File: config.mk
export PLATFORM = sky130hd
export DESIGN_NAME = kbd_terminal_top
export DESIGN_NICKNAME = d
export VERILOG_FILES = /design/src/kbd_pkg.sv /design/src/screen_pkg.sv /design/src/ps2_receiver.sv /design/src/scancode_decoder.sv /design/src/keymap_rom.sv /design/src/cursor_register.sv /design/src/line_editor.sv /design/src/kbd_terminal_top.sv
export SDC_FILE = /design/constraint.sdc
export NUM_CORES = 1
export LEC_CHECK = 0
export BUFFER_PORTS_ARGS = -buffer_cell sky130_fd_sc_hd__buf_2
export CELL_PAD_IN_SITES_DETAIL_PLACEMENT = 1
export CELL_PAD_IN_SITES_GLOBAL_PLACEMENT = 1
export CORE_UTILIZATION = 40
export DETAILED_ROUTE_END_ITERATION = 10
export PLACE_DENSITY = 0.71
export SLEW_MARGIN = 10
export SYNTH_ARGS = -nofsm -noshare
export SYNTH_HDL_FRONTEND = slang
export SYNTH_SLANG_ARGS = --single-unit
File: constraint.sdc
create_clock -name fast_clk -period 3.2 [get_ports fast_clk]
set_input_delay 0.64 -clock fast_clk [delete_from_list [all_inputs] [get_ports fast_clk]]
set_output_delay 0.64 -clock fast_clk [all_outputs]
set_load 0.05 [all_outputs]
File: src/kbd_pkg.sv
package kbd_pkg;

   // ps/2 frame: start, 8 data bits lsb first, odd parity, stop
   localparam int ps2_frame_bits = 11;
   localparam int ps2_data_lsb   = 1;

   typedef logic [7:0] scancode_t;

   // prefixes
   localparam scancode_t sc_extended = 8'he0;
   localparam scancode_t sc_break    = 8'hf0;

   // modifier keys, short codes only
   localparam scancode_t sc_lshift = 8'h12;
   localparam scancode_t sc_rshift = 8'h59;

   // arrows, sent behind the E0 prefix
   localparam scancode_t sc_up    = 8'h75;
   localparam scancode_t sc_down  = 8'h72;
   localparam scancode_t sc_left  = 8'h6b;
   localparam scancode_t sc_right = 8'h74;

   // editing keys
   localparam scancode_t sc_backspace = 8'h66;
   localparam scancode_t sc_return    = 8'h5a;

   // one decoded make event, 11 bits
   typedef struct packed {
      logic      valid;
      logic      extended;
      logic      shift;
      scancode_t code;
   } key_event_t;

endpackage

File: src/screen_pkg.sv
package screen_pkg;

   // text screen geometry
   localparam int screen_rows = 16;
   localparam int screen_cols = 64;

   typedef logic [3:0] row_t;
   typedef logic [5:0] col_t;

   // saturation limits for the cursor
   localparam row_t last_row = row_t'(screen_rows - 1);
   localparam col_t last_col = col_t'(screen_cols - 1);

   typedef struct packed {
      row_t row;
      col_t col;
   } screen_pos_t;

   // row above column, so the flat view is row * 64 + col
   typedef union packed {
      logic [9:0]  flat;
      screen_pos_t pos;
   } screen_addr_u;

   typedef enum logic [2:0] {
      cmd_none,
      cmd_up,
      cmd_down,
      cmd_left,
      cmd_right,
      cmd_advance,
      cmd_backspace,
      cmd_newline
   } cursor_cmd_e;

   typedef struct packed {
      logic         valid;
      screen_addr_u addr;
      logic [7:0]   ch;
   } char_write_t;

endpackage

File: src/ps2_receiver.sv
`timescale 1ns/100ps

module ps2_receiver (
   input  logic               fast_clk,
   input  logic               clr,
   input  logic               ps2_clk,
   input  logic               ps2_data,
   output logic               byte_valid,
   output kbd_pkg::scancode_t byte_code
);

   // both ps/2 lines idle high
   logic [1:0] clk_sync_q;
   logic [1:0] data_sync_q;
   logic       clk_prev_q;
   logic       clk_rise;

   logic [kbd_pkg::ps2_frame_bits-1:0] frame_q;
   logic [kbd_pkg::ps2_frame_bits-1:0] frame_next;
   logic [3:0]                         bit_cnt_q;
   logic                               frame_done;

   always_ff @(posedge fast_clk or posedge clr) begin
      if (clr) begin
         clk_sync_q  <= 2'b11;
         data_sync_q <= 2'b11;
         clk_prev_q  <= 1'b1;
      end else begin
         clk_sync_q  <= {clk_sync_q[0], ps2_clk};
         data_sync_q <= {data_sync_q[0], ps2_data};
         clk_prev_q  <= clk_sync_q[1];
      end
   end

   assign clk_rise = clk_sync_q[1] & ~clk_prev_q;

   // lsb first, new bits enter at the top
   assign frame_next = {data_sync_q[1], frame_q[kbd_pkg::ps2_frame_bits-1:1]};
   assign frame_done = clk_rise && (bit_cnt_q == 4'(kbd_pkg::ps2_frame_bits - 1));

   always_ff @(posedge fast_clk or posedge clr) begin
      if (clr) begin
         bit_cnt_q  <= '0;
         byte_valid <= 1'b0;
      end else begin
         byte_valid <= frame_done;
         if (frame_done) begin
            bit_cnt_q <= '0;
         end else if (clk_rise) begin
            bit_cnt_q <= bit_cnt_q + 4'd1;
         end
      end
   end

   // parity and stop bit are taken but not checked
   always_ff @(posedge fast_clk) begin
      if (clk_rise) begin
         frame_q <= frame_next;
      end
      if (frame_done) begin
         byte_code <= frame_next[kbd_pkg::ps2_data_lsb +: 8];
      end
   end

endmodule

File: src/scancode_decoder.sv
`timescale 1ns/100ps

module scancode_decoder (
   input  logic                fast_clk,
   input  logic                clr,
   input  logic                byte_valid,
   input  kbd_pkg::scancode_t  byte_code,
   output kbd_pkg::key_event_t key_event
);

   // prefix state for the code in progress
   logic extended_q;
   logic break_q;
   // held modifier state
   logic lshift_q;
   logic rshift_q;

   logic is_prefix;
   logic is_lshift;
   logic is_rshift;
   logic emit;

   logic               ev_valid_q;
   logic               ev_extended_q;
   logic               ev_shift_q;
   kbd_pkg::scancode_t ev_code_q;

   assign is_prefix = (byte_code == kbd_pkg::sc_extended) || (byte_code == kbd_pkg::sc_break);

   // E0 12 is a fake shift from some keys, not a real modifier
   assign is_lshift = !extended_q && (byte_code == kbd_pkg::sc_lshift);
   assign is_rshift = !extended_q && (byte_code == kbd_pkg::sc_rshift);

   // only make codes of non-modifier keys become events
   assign emit = byte_valid && !is_prefix && !break_q && !is_lshift && !is_rshift;

   always_ff @(posedge fast_clk or posedge clr) begin
      if (clr) begin
         extended_q <= 1'b0;
         break_q    <= 1'b0;
         lshift_q   <= 1'b0;
         rshift_q   <= 1'b0;
         ev_valid_q <= 1'b0;
      end else begin
         ev_valid_q <= emit;
         if (byte_valid) begin
            if (byte_code == kbd_pkg::sc_extended) begin
               extended_q <= 1'b1;
            end else if (byte_code == kbd_pkg::sc_break) begin
               break_q <= 1'b1;
            end else begin
               // code complete, prefixes consumed
               extended_q <= 1'b0;
               break_q    <= 1'b0;
               if (is_lshift) begin
                  lshift_q <= !break_q;
               end
               if (is_rshift) begin
                  rshift_q <= !break_q;
               end
            end
         end
      end
   end

   always_ff @(posedge fast_clk) begin
      if (emit) begin
         ev_extended_q <= extended_q;
         ev_shift_q    <= lshift_q | rshift_q;
         ev_code_q     <= byte_code;
      end
   end

   always_comb begin
      key_event.valid    = ev_valid_q;
      key_event.extended = ev_extended_q;
      key_event.shift    = ev_shift_q;
      key_event.code     = ev_code_q;
   end

endmodule

File: src/keymap_rom.sv
`timescale 1ns/100ps

module keymap_rom (
   input  kbd_pkg::scancode_t code,
   input  logic               shift,
   output logic [7:0]         ch,
   output logic               printable
);

   logic [7:0] plain_ch;
   logic [7:0] shifted_ch;
   logic       shifted_hit;
   logic       is_letter;

   // plain table, us layout, zero means no printable key
   always_comb begin
      case (code)
         8'h0e: plain_ch = 8'h60;
         8'h16: plain_ch = "1";
         8'h1e: plain_ch = "2";
         8'h26: plain_ch = "3";
         8'h25: plain_ch = "4";
         8'h2e: plain_ch = "5";
         8'h36: plain_ch = "6";
         8'h3d: plain_ch = "7";
         8'h3e: plain_ch = "8";
         8'h46: plain_ch = "9";
         8'h45: plain_ch = "0";
         8'h4e: plain_ch = "-";
         8'h55: plain_ch = "=";
         8'h5d: plain_ch = "\\";
         8'h15: plain_ch = "q";
         8'h1d: plain_ch = "w";
         8'h24: plain_ch = "e";
         8'h2d: plain_ch = "r";
         8'h2c: plain_ch = "t";
         8'h35: plain_ch = "y";
         8'h3c: plain_ch = "u";
         8'h43: plain_ch = "i";
         8'h44: plain_ch = "o";
         8'h4d: plain_ch = "p";
         8'h54: plain_ch = "[";
         8'h5b: plain_ch = "]";
         8'h1c: plain_ch = "a";
         8'h1b: plain_ch = "s";
         8'h23: plain_ch = "d";
         8'h2b: plain_ch = "f";
         8'h34: plain_ch = "g";
         8'h33: plain_ch = "h";
         8'h3b: plain_ch = "j";
         8'h42: plain_ch = "k";
         8'h4b: plain_ch = "l";
         8'h4c: plain_ch = ";";
         8'h52: plain_ch = "'";
         8'h1a: plain_ch = "z";
         8'h22: plain_ch = "x";
         8'h21: plain_ch = "c";
         8'h2a: plain_ch = "v";
         8'h32: plain_ch = "b";
         8'h31: plain_ch = "n";
         8'h3a: plain_ch = "m";
         8'h41: plain_ch = ",";
         8'h49: plain_ch = ".";
         8'h4a: plain_ch = "/";
         8'h29: plain_ch = " ";
         default: plain_ch = 8'h00;
      endcase
   end

   // shifted table for the symbol keys, letters are folded below
   always_comb begin
      shifted_hit = 1'b1;
      case (code)
         8'h0e: shifted_ch = "~";
         8'h16: shifted_ch = "!";
         8'h1e: shifted_ch = "@";
         8'h26: shifted_ch = "#";
         8'h25: shifted_ch = "$";
         8'h2e: shifted_ch = "%";
         8'h36: shifted_ch = "^";
         8'h3d: shifted_ch = "&";
         8'h3e: shifted_ch = "*";
         8'h46: shifted_ch = "(";
         8'h45: shifted_ch = ")";
         8'h4e: shifted_ch = "_";
         8'h55: shifted_ch = "+";
         8'h5d: shifted_ch = "|";
         8'h54: shifted_ch = "{";
         8'h5b: shifted_ch = "}";
         8'h4c: shifted_ch = ":";
         8'h52: shifted_ch = "\"";
         8'h41: shifted_ch = "<";
         8'h49: shifted_ch = ">";
         8'h4a: shifted_ch = "?";
         default: begin
            shifted_ch  = 8'h00;
            shifted_hit = 1'b0;
         end
      endcase
   end

   assign is_letter = (plain_ch >= "a") && (plain_ch <= "z");
   assign printable = (plain_ch != 8'h00);

   always_comb begin
      if (!shift) begin
         ch = plain_ch;
      end else if (shifted_hit) begin
         ch = shifted_ch;
      end else if (is_letter) begin
         // upper case sits 0x20 below lower case
         ch = plain_ch - 8'h20;
      end else begin
         ch = plain_ch;
      end
   end

endmodule

File: src/cursor_register.sv
`timescale 1ns/100ps

module cursor_register (
   input  logic                     fast_clk,
   input  logic                     clr,
   input  screen_pkg::cursor_cmd_e  cmd,
   output screen_pkg::screen_addr_u cursor
);

   screen_pkg::screen_addr_u pos_q;

   // every move saturates at the screen edge
   always_ff @(posedge fast_clk or posedge clr) begin
      if (clr) begin
         pos_q.flat <= '0;
      end else begin
         case (cmd)
            screen_pkg::cmd_up: begin
               if (pos_q.pos.row != '0) begin
                  pos_q.pos.row <= pos_q.pos.row - 4'd1;
               end
            end
            screen_pkg::cmd_down: begin
               if (pos_q.pos.row != screen_pkg::last_row) begin
                  pos_q.pos.row <= pos_q.pos.row + 4'd1;
               end
            end
            screen_pkg::cmd_left, screen_pkg::cmd_backspace: begin
               if (pos_q.pos.col != '0) begin
                  pos_q.pos.col <= pos_q.pos.col - 6'd1;
               end
            end
            screen_pkg::cmd_right, screen_pkg::cmd_advance: begin
               if (pos_q.pos.col != screen_pkg::last_col) begin
                  pos_q.pos.col <= pos_q.pos.col + 6'd1;
               end
            end
            screen_pkg::cmd_newline: begin
               pos_q.pos.col <= '0;
               // bottom row stays, no scrolling
               if (pos_q.pos.row != screen_pkg::last_row) begin
                  pos_q.pos.row <= pos_q.pos.row + 4'd1;
               end
            end
            default: begin
               pos_q <= pos_q;
            end
         endcase
      end
   end

   assign cursor = pos_q;

endmodule

File: src/line_editor.sv
`timescale 1ns/100ps

module line_editor (
   input  logic                     fast_clk,
   input  logic                     clr,
   input  kbd_pkg::key_event_t      key_event,
   input  screen_pkg::screen_addr_u cursor,
   output screen_pkg::cursor_cmd_e  cmd,
   output screen_pkg::char_write_t  char_wr
);

   logic [7:0]              map_ch;
   logic                    map_printable;
   logic                    write_d;
   screen_pkg::cursor_cmd_e cmd_d;

   logic                     wr_valid_q;
   screen_pkg::screen_addr_u wr_addr_q;
   logic [7:0]               wr_ch_q;

   keymap_rom u_keymap (
      .code      (key_event.code),
      .shift     (key_event.shift),
      .ch        (map_ch),
      .printable (map_printable)
   );

   always_comb begin
      write_d = 1'b0;
      cmd_d   = screen_pkg::cmd_none;
      if (key_event.valid) begin
         if (key_event.extended) begin
            // only the arrows mean something behind E0
            case (key_event.code)
               kbd_pkg::sc_up:    cmd_d = screen_pkg::cmd_up;
               kbd_pkg::sc_down:  cmd_d = screen_pkg::cmd_down;
               kbd_pkg::sc_left:  cmd_d = screen_pkg::cmd_left;
               kbd_pkg::sc_right: cmd_d = screen_pkg::cmd_right;
               default:           cmd_d = screen_pkg::cmd_none;
            endcase
         end else if (map_printable) begin
            write_d = 1'b1;
            cmd_d   = screen_pkg::cmd_advance;
         end else if (key_event.code == kbd_pkg::sc_backspace) begin
            cmd_d = screen_pkg::cmd_backspace;
         end else if (key_event.code == kbd_pkg::sc_return) begin
            cmd_d = screen_pkg::cmd_newline;
         end
      end
   end

   always_ff @(posedge fast_clk or posedge clr) begin
      if (clr) begin
         wr_valid_q <= 1'b0;
         cmd        <= screen_pkg::cmd_none;
      end else begin
         wr_valid_q <= write_d;
         cmd        <= cmd_d;
      end
   end

   // write lands at the cursor before the advance takes effect
   always_ff @(posedge fast_clk) begin
      if (write_d) begin
         wr_addr_q <= cursor;
         wr_ch_q   <= map_ch;
      end
   end

   always_comb begin
      char_wr.valid = wr_valid_q;
      char_wr.addr  = wr_addr_q;
      char_wr.ch    = wr_ch_q;
   end

endmodule

File: src/kbd_terminal_top.sv
`timescale 1ns/100ps

module kbd_terminal_top (
   input  logic                     fast_clk,
   input  logic                     clr,
   input  logic                     ps2_clk,
   input  logic                     ps2_data,
   output screen_pkg::char_write_t  char_wr,
   output screen_pkg::screen_addr_u cursor
);

   logic                    byte_valid;
   kbd_pkg::scancode_t      byte_code;
   kbd_pkg::key_event_t     key_event;
   screen_pkg::cursor_cmd_e cmd;

   ps2_receiver u_receiver (
      .fast_clk   (fast_clk),
      .clr        (clr),
      .ps2_clk    (ps2_clk),
      .ps2_data   (ps2_data),
      .byte_valid (byte_valid),
      .byte_code  (byte_code)
   );

   scancode_decoder u_decoder (
      .fast_clk   (fast_clk),
      .clr        (clr),
      .byte_valid (byte_valid),
      .byte_code  (byte_code),
      .key_event  (key_event)
   );

   line_editor u_editor (
      .fast_clk  (fast_clk),
      .clr       (clr),
      .key_event (key_event),
      .cursor    (cursor),
      .cmd       (cmd),
      .char_wr   (char_wr)
   );

   cursor_register u_cursor (
      .fast_clk (fast_clk),
      .clr      (clr),
      .cmd      (cmd),
      .cursor   (cursor)
   );

endmodule

* Yosys cells after proc, flatten, opt, wreduce, memory -nomap -nowiden
Memories as Yosys holds them, arrays and structs flattened. A register that Yosys moved wholly into a read port is not among the register bits.
Index checks and enable logic that the tools add are counted.
** Word-level totals
- Register bits after elaboration :: 76
- ROM bits :: 896
- Output and inout bits :: 29
- Word-level logic and storage cells :: 138
- Memories kept :: 1
** Memories
- (name not given) :: depth 128, width 7, read ports 1, clocked after memory_dff 1, wr ports 0, line keymap_rom.sv:17 : case (code)
** Cells by class
- $add $sub $neg :: 6
- $lt $le $gt $ge :: 2
- Eq/ne operators :: 46
- Multiplexer cells :: 27
- Bitwise gates (word level) :: 5
- Reductions and logical operators :: 30
** Operators by type and width (count)
- equality test 8 x 7 -> 1 bit, second input constant :: 19
- case mux 7 bit (21 select lines) :: 1
- equality test 8 x 6 -> 1 bit, second input constant :: 6
- two-way mux 8 bit :: 4
- equality test 8 x 5 -> 1 bit, second input constant :: 3
- OR reduction 21 bit :: 1
- case mux 6 bit (3 select lines) :: 1
- equality test 8 bit, second input constant :: 2
- two-way mux 4 bit :: 4
- two-way mux 3 bit :: 5
- equality test 3 bit, second input constant :: 4
- two-way mux 6 bit :: 2
- case mux 3 bit (4 select lines) :: 1
- inequality test 2 x 1 -> 1 bit, second input constant :: 5
- adder 4 x 1 -> 4 bit, second input constant :: 2
- equality test 8 x 4 -> 1 bit, second input constant :: 1
- greater-or-equal comparator 8 x 7 -> 1 bit, second input constant :: 1
- less-or-equal comparator 8 x 7 -> 1 bit, second input constant :: 1
- logical AND 1 bit :: 8
- case mux 4 bit (2 select lines) :: 1
- AND reduction 4 bit :: 2
- nonzero test 8 bit :: 1
- subtractor 8 x 6 -> 8 bit, second input constant :: 1
- two-way mux 1 bit :: 7
- 21 further kinds :: 33

* Depth between registers and ports, before layout
- Word-level depth :: 8
- Gate-level depth with buffers :: 16
- Mapped depth without buffers :: 13

* Cells and area by module
From an unflattened synthesis, not the netlist that was laid out.
** Second synthesis, totals
- Cells, all modules :: 442
- Area, all modules :: 4652.0 um2
** Modules (own cells, without submodules)
- keymap_rom :: instances 1, cells an instance 229, area an instance 1556.5 um2
- ps2_receiver :: instances 1, cells an instance 52, area an instance 915.9 um2
- line_editor :: instances 1, cells an instance 47, area an instance 829.5 um2
- cursor_register :: instances 1, cells an instance 76, area an instance 770.7 um2
- scancode_decoder :: instances 1, cells an instance 38, area an instance 579.3 um2

* Worst setup path after synthesis
No wires, ideal clock.
- Kind :: reg2reg
- From :: register u_receiver.byte_code[0]
- To :: register with a tool-made name
- Library setup time :: 0.058 ns
- Arrival time :: 3.243 ns
- Setup slack :: -0.101 ns
- Stages on the path, launching flop included :: 14
- Cell sequence :: edfxtp_1 -> buf_6 -> or4b_4 -> a211o_1 -> nand2_4 -> clkbuf_1 -> a21o_1 -> ha_1 -> inv_1 -> o311ai_0 -> nand2b_1 -> o221ai_1 -> a211oi_1 -> a211o_1
** RTL lines
- from (decl) :: line ps2_receiver.sv:9 : output kbd_pkg::scancode_t byte_code
- from (signal assigned) :: line ps2_receiver.sv:61 : byte_code <= frame_next[kbd_pkg::ps2_data_lsb +: 8];

* Final worst setup path
- From :: register u_decoder.ev_code_q[4]
- To :: register u_editor.wr_ch_q[1], data pin
** On the way
- Word-level cells in the longest chain between the ends :: 5
** Ends and longest elaborated chain
- from (decl) :: line scancode_decoder.sv:26 : kbd_pkg::scancode_t ev_code_q;
- from (signal assigned) :: line scancode_decoder.sv:70 : ev_code_q <= byte_code;
- equality test 8 x 7 -> 1 bit, or another cell as far along :: line keymap_rom.sv:73 : case (code)
- OR reduction 21 bit (no line)
- two-way mux 1 bit :: line keymap_rom.sv:73
- two-way mux 8 bit (*) :: line keymap_rom.sv:108 : end else if (shifted_hit) begin
- two-way mux 8 bit (*) :: line keymap_rom.sv:106 : if (!shift) begin
- via u_editor.map_ch[1] :: line line_editor.sv:12 : logic [7:0] map_ch;
- to (signal assigned) :: line line_editor.sv:66 : wr_ch_q <= map_ch;
- to (decl) :: line line_editor.sv:19 : logic [7:0] wr_ch_q;
The timed path passes the listed nets; every way through them passes the cells marked *.
A chain may end at the register's enable or synchronous reset.

==> reports/metrics.cfg <==
[logic_synthesis]
synth_cell_types=89
synth_ff_type=edfxtp_1
syn_inst=559
synth_compound_area_frac=0.230
synth-seq-area-share=0.413
synth_top_family_by_area=compound AO/OA/AOI/OAI gates
synthSimpleGateAreaFrac=0.181
ys_seq_elements=81
synth_mux_area_frac=0.0458
synth_edf_count=45
synth.avg_cell_area_sq_um=9.63
async_flop_share=0.358
synth_nets=584
synthAdderAreaFrac=0.0534
yosysWarnings=0
synth_xor_area_frac=0.0195
synth_area_sq_um=5390

[route]
drt_wl_total_um=16200
first_pass_iters=5
vias_per_cell=6.11
routedWlPerCell_um=20.3
vias=4885
drc_errors=0
antenna_left=0
drt_iter0_drc=524

[worst_setup_path]
reg2regPathDepth=7
critPathLaunchType=register
crit_path_max_fanout=15
end_kind=register
path_class=register to register
cp.required_ns=3.29
worstPathArrival_ns=3.20

[place]
post-place-ws_ns=0.0740
io_buffers=32
place.gp.congestion=0.963
dpl.hpwl_um=12100

[clock_network]
cts_tree=done
clkTransAtPathRegs_ns=0.07
htreeDepth=3
clk_path_buf_depth=2
root_buffer=clkbuf_16
cts.sinks=81
clk_latency_ns=0.35
numCtsBuffers=9

[global_route]
grt_usage=0.240
grt_overflow=0
grt_pass1_wl_um=26000
antenna_found_initial=0
grt_max_degree=30
grt_pass1_vias=4896

[worst_hold_path]
hold_class=primary input to async pin

[floorplanning]
num_rows=42
die_w_um=118
ios=33
die_area_sq_um=13900
core_sq_um=13200
die_h_um=118
initial_utilization=0.408

[power]
pwr-share-clk=0.278
p_int_uw=2300
switchingPower_uw=1380
seqPwrFrac=0.393
ir_drop_mv=0.274
switching_share=0.374
pwr_density_cell_nw_per_um2=584
pwr-share-comb=0.329
leakage_uw=0.00248

[layout]
area_growth_pct=16.8
drive_above_1_share=0.231
diodes=0
fin_nets=643

[timing]
finalCritPeriodShare=0.970
max_freq_mhz=322
fin_skew_ns=0.00955
setup_violations=0
slew_headroom=0.342
rsz0062_at_grt=false
hold_viol_final=0
worst_pin_slew_ns=0.987
slew_violations=0
whs_ns=0.357
finalSetupTns_ns=0
setup_ws_ns=0.0949
finalCriticalPeriod_ns=3.11

[job]
drv_cap=0

[status]
status=finished, final reports clean

[Yosys cell counts (10+ instances only)]
master    number  area (sq um)
mux2i_1       12           120
nand2_1       41           154
nor2b_1       12          75.1
clkbuf_1      19          71.3
nor2_1        48           180
inv_1         24          90.1
nand2b_1      13          81.3
mux2_2        10           113
nor3_1        18          90.1
nand3_1       18          90.1
a21oi_1       32           160
o21ai_0       25           125
dfrtp_1       24           601
edfxtp_1      45          1350
ha_1          19           238
[per-stage QoR]
| step | instances | cell area [sq um] | power (uW) | util |
|---|---|---|---|---|
| global placement | 782 | 5940 | 2580 | 0.451 |
| detailed placement | 782 | 5940 | 2640 | 0.451 |
| global route | 799 | 6290 | 3880 | 0.477 |
| CTS | 798 | 6240 | 3690 | 0.473 |
| finish | 799 | 6290 | 3670 | 0.477 |
| floorplan | 559 | 5400 | 2300 | - |
[layer usage]
metal / global-route usage / wire length (um) / up-vias
met3: 0.0533 / 862 / 41
met1: 0.313 / 7110 / 2426
met2: 0.381 / 7760 / 176
met4: 0.103 / 501 / 0
li1: - / - / 2242
met5: 0 / 0 / -
[worst max-delay path, stage by stage, from the launching register on]
cell and delay [ns]:
edfxtp_1 0.65, inv_1 0.29, nor2_1 0.07, o21ai_0 0.23, a21oi_1 0.16, or3b_2 0.51
o21ai_1 0.51, mux2_2 0.41
[sequential cells by signal (all words and copies together) (netlist names), 2 cells and up, named ones only]
signal	flops
u_cursor.cursor	10
u_decoder.ev_code_q	8
u_editor.cmd	3
u_editor.wr_addr_q	10
u_editor.wr_ch_q	8
u_receiver.bit_cnt_q	4
u_receiver.byte_code	8
u_receiver.clk_sync_q	2
u_receiver.data_sync_q	2
u_receiver.frame_q	9
[area by class of cell]
class                           instances  area [sq um]
Fill cell                            1523          6900
Tap cell                              176           220
Clock inverter                          6          46.3
Inverter                               26           103
Timing Repair Buffer                   83           543
Clock buffer                           10           250
Sequential cell                        81          2220
Multi-Input combinational cell        417          2900
[kinds of logic after synthesis]
group,count (synthesis)
simple gates,189
compound gates,171
flops,81
buf+inv,61
mux,23
fa+ha+maj,22
xor+xnor,12
[power by group through the flow]
stage / combinational [uW] / sequential (uW) / clock, uW
5_1_grt: 1320 / 1470 / 1090
2_1_floorplan: 706 / 1590 / 0
6_report: 1210 / 1440 / 1020
3_3_place_gp: 1130 / 1450 / 0
3_5_place_dp: 1180 / 1460 / 0
4_1_cts: 1190 / 1440 / 1050
[cells in the final DEF, fill, tap and decap left out, drive strengths merged, types with 18 or more instances in the layout]
master  Yosys  final
o21ai      27     27
nor2       48     48
dfrtp      24     24
nand2      42     42
nor3       19     19
ha         19     19
a21oi      34     34
nand3      18     18
inv        26     28
edfxtp     45     45
buf        15     83
[final timing paths]
kind	start	to	slack [ns]
setup / recovery	u_decoder.ev_code_q[4]$_DFFE_PN_	u_editor.wr_ch_q[1]$_DFFE_PP_	0.09
hold / removal	clr	u_cursor.cursor[0]$_DFFE_PP0P_	0.36
setup reg to reg	u_decoder.ev_code_q[4]$_DFFE_PN_	u_editor.wr_ch_q[1]$_DFFE_PP_	0.09
hold reg to reg	u_receiver.clk_sync_q[0]$_DFF_PP1_	u_receiver.clk_sync_q[1]$_DFF_PP1_	0.36
max in group asynchronous	clr	u_receiver.data_sync_q[1]$_DFF_PP1_	2.52
min in group fast_clk	u_receiver.clk_sync_q[0]$_DFF_PP1_	u_receiver.clk_sync_q[1]$_DFF_PP1_	0.36
[what timing repair did]
| action | 4_1_cts | 5_1_grt |
|---|---|---|
| hold buffers | 0 | 0 |
| gates resized for setup | 0 | 10 |
| setup endpoints to repair | 0 | 4 |
| setup buffers | 0 | 1 |
| hold endpoints to repair | 0 | 0 |
(Power assumes the default switching activity.)
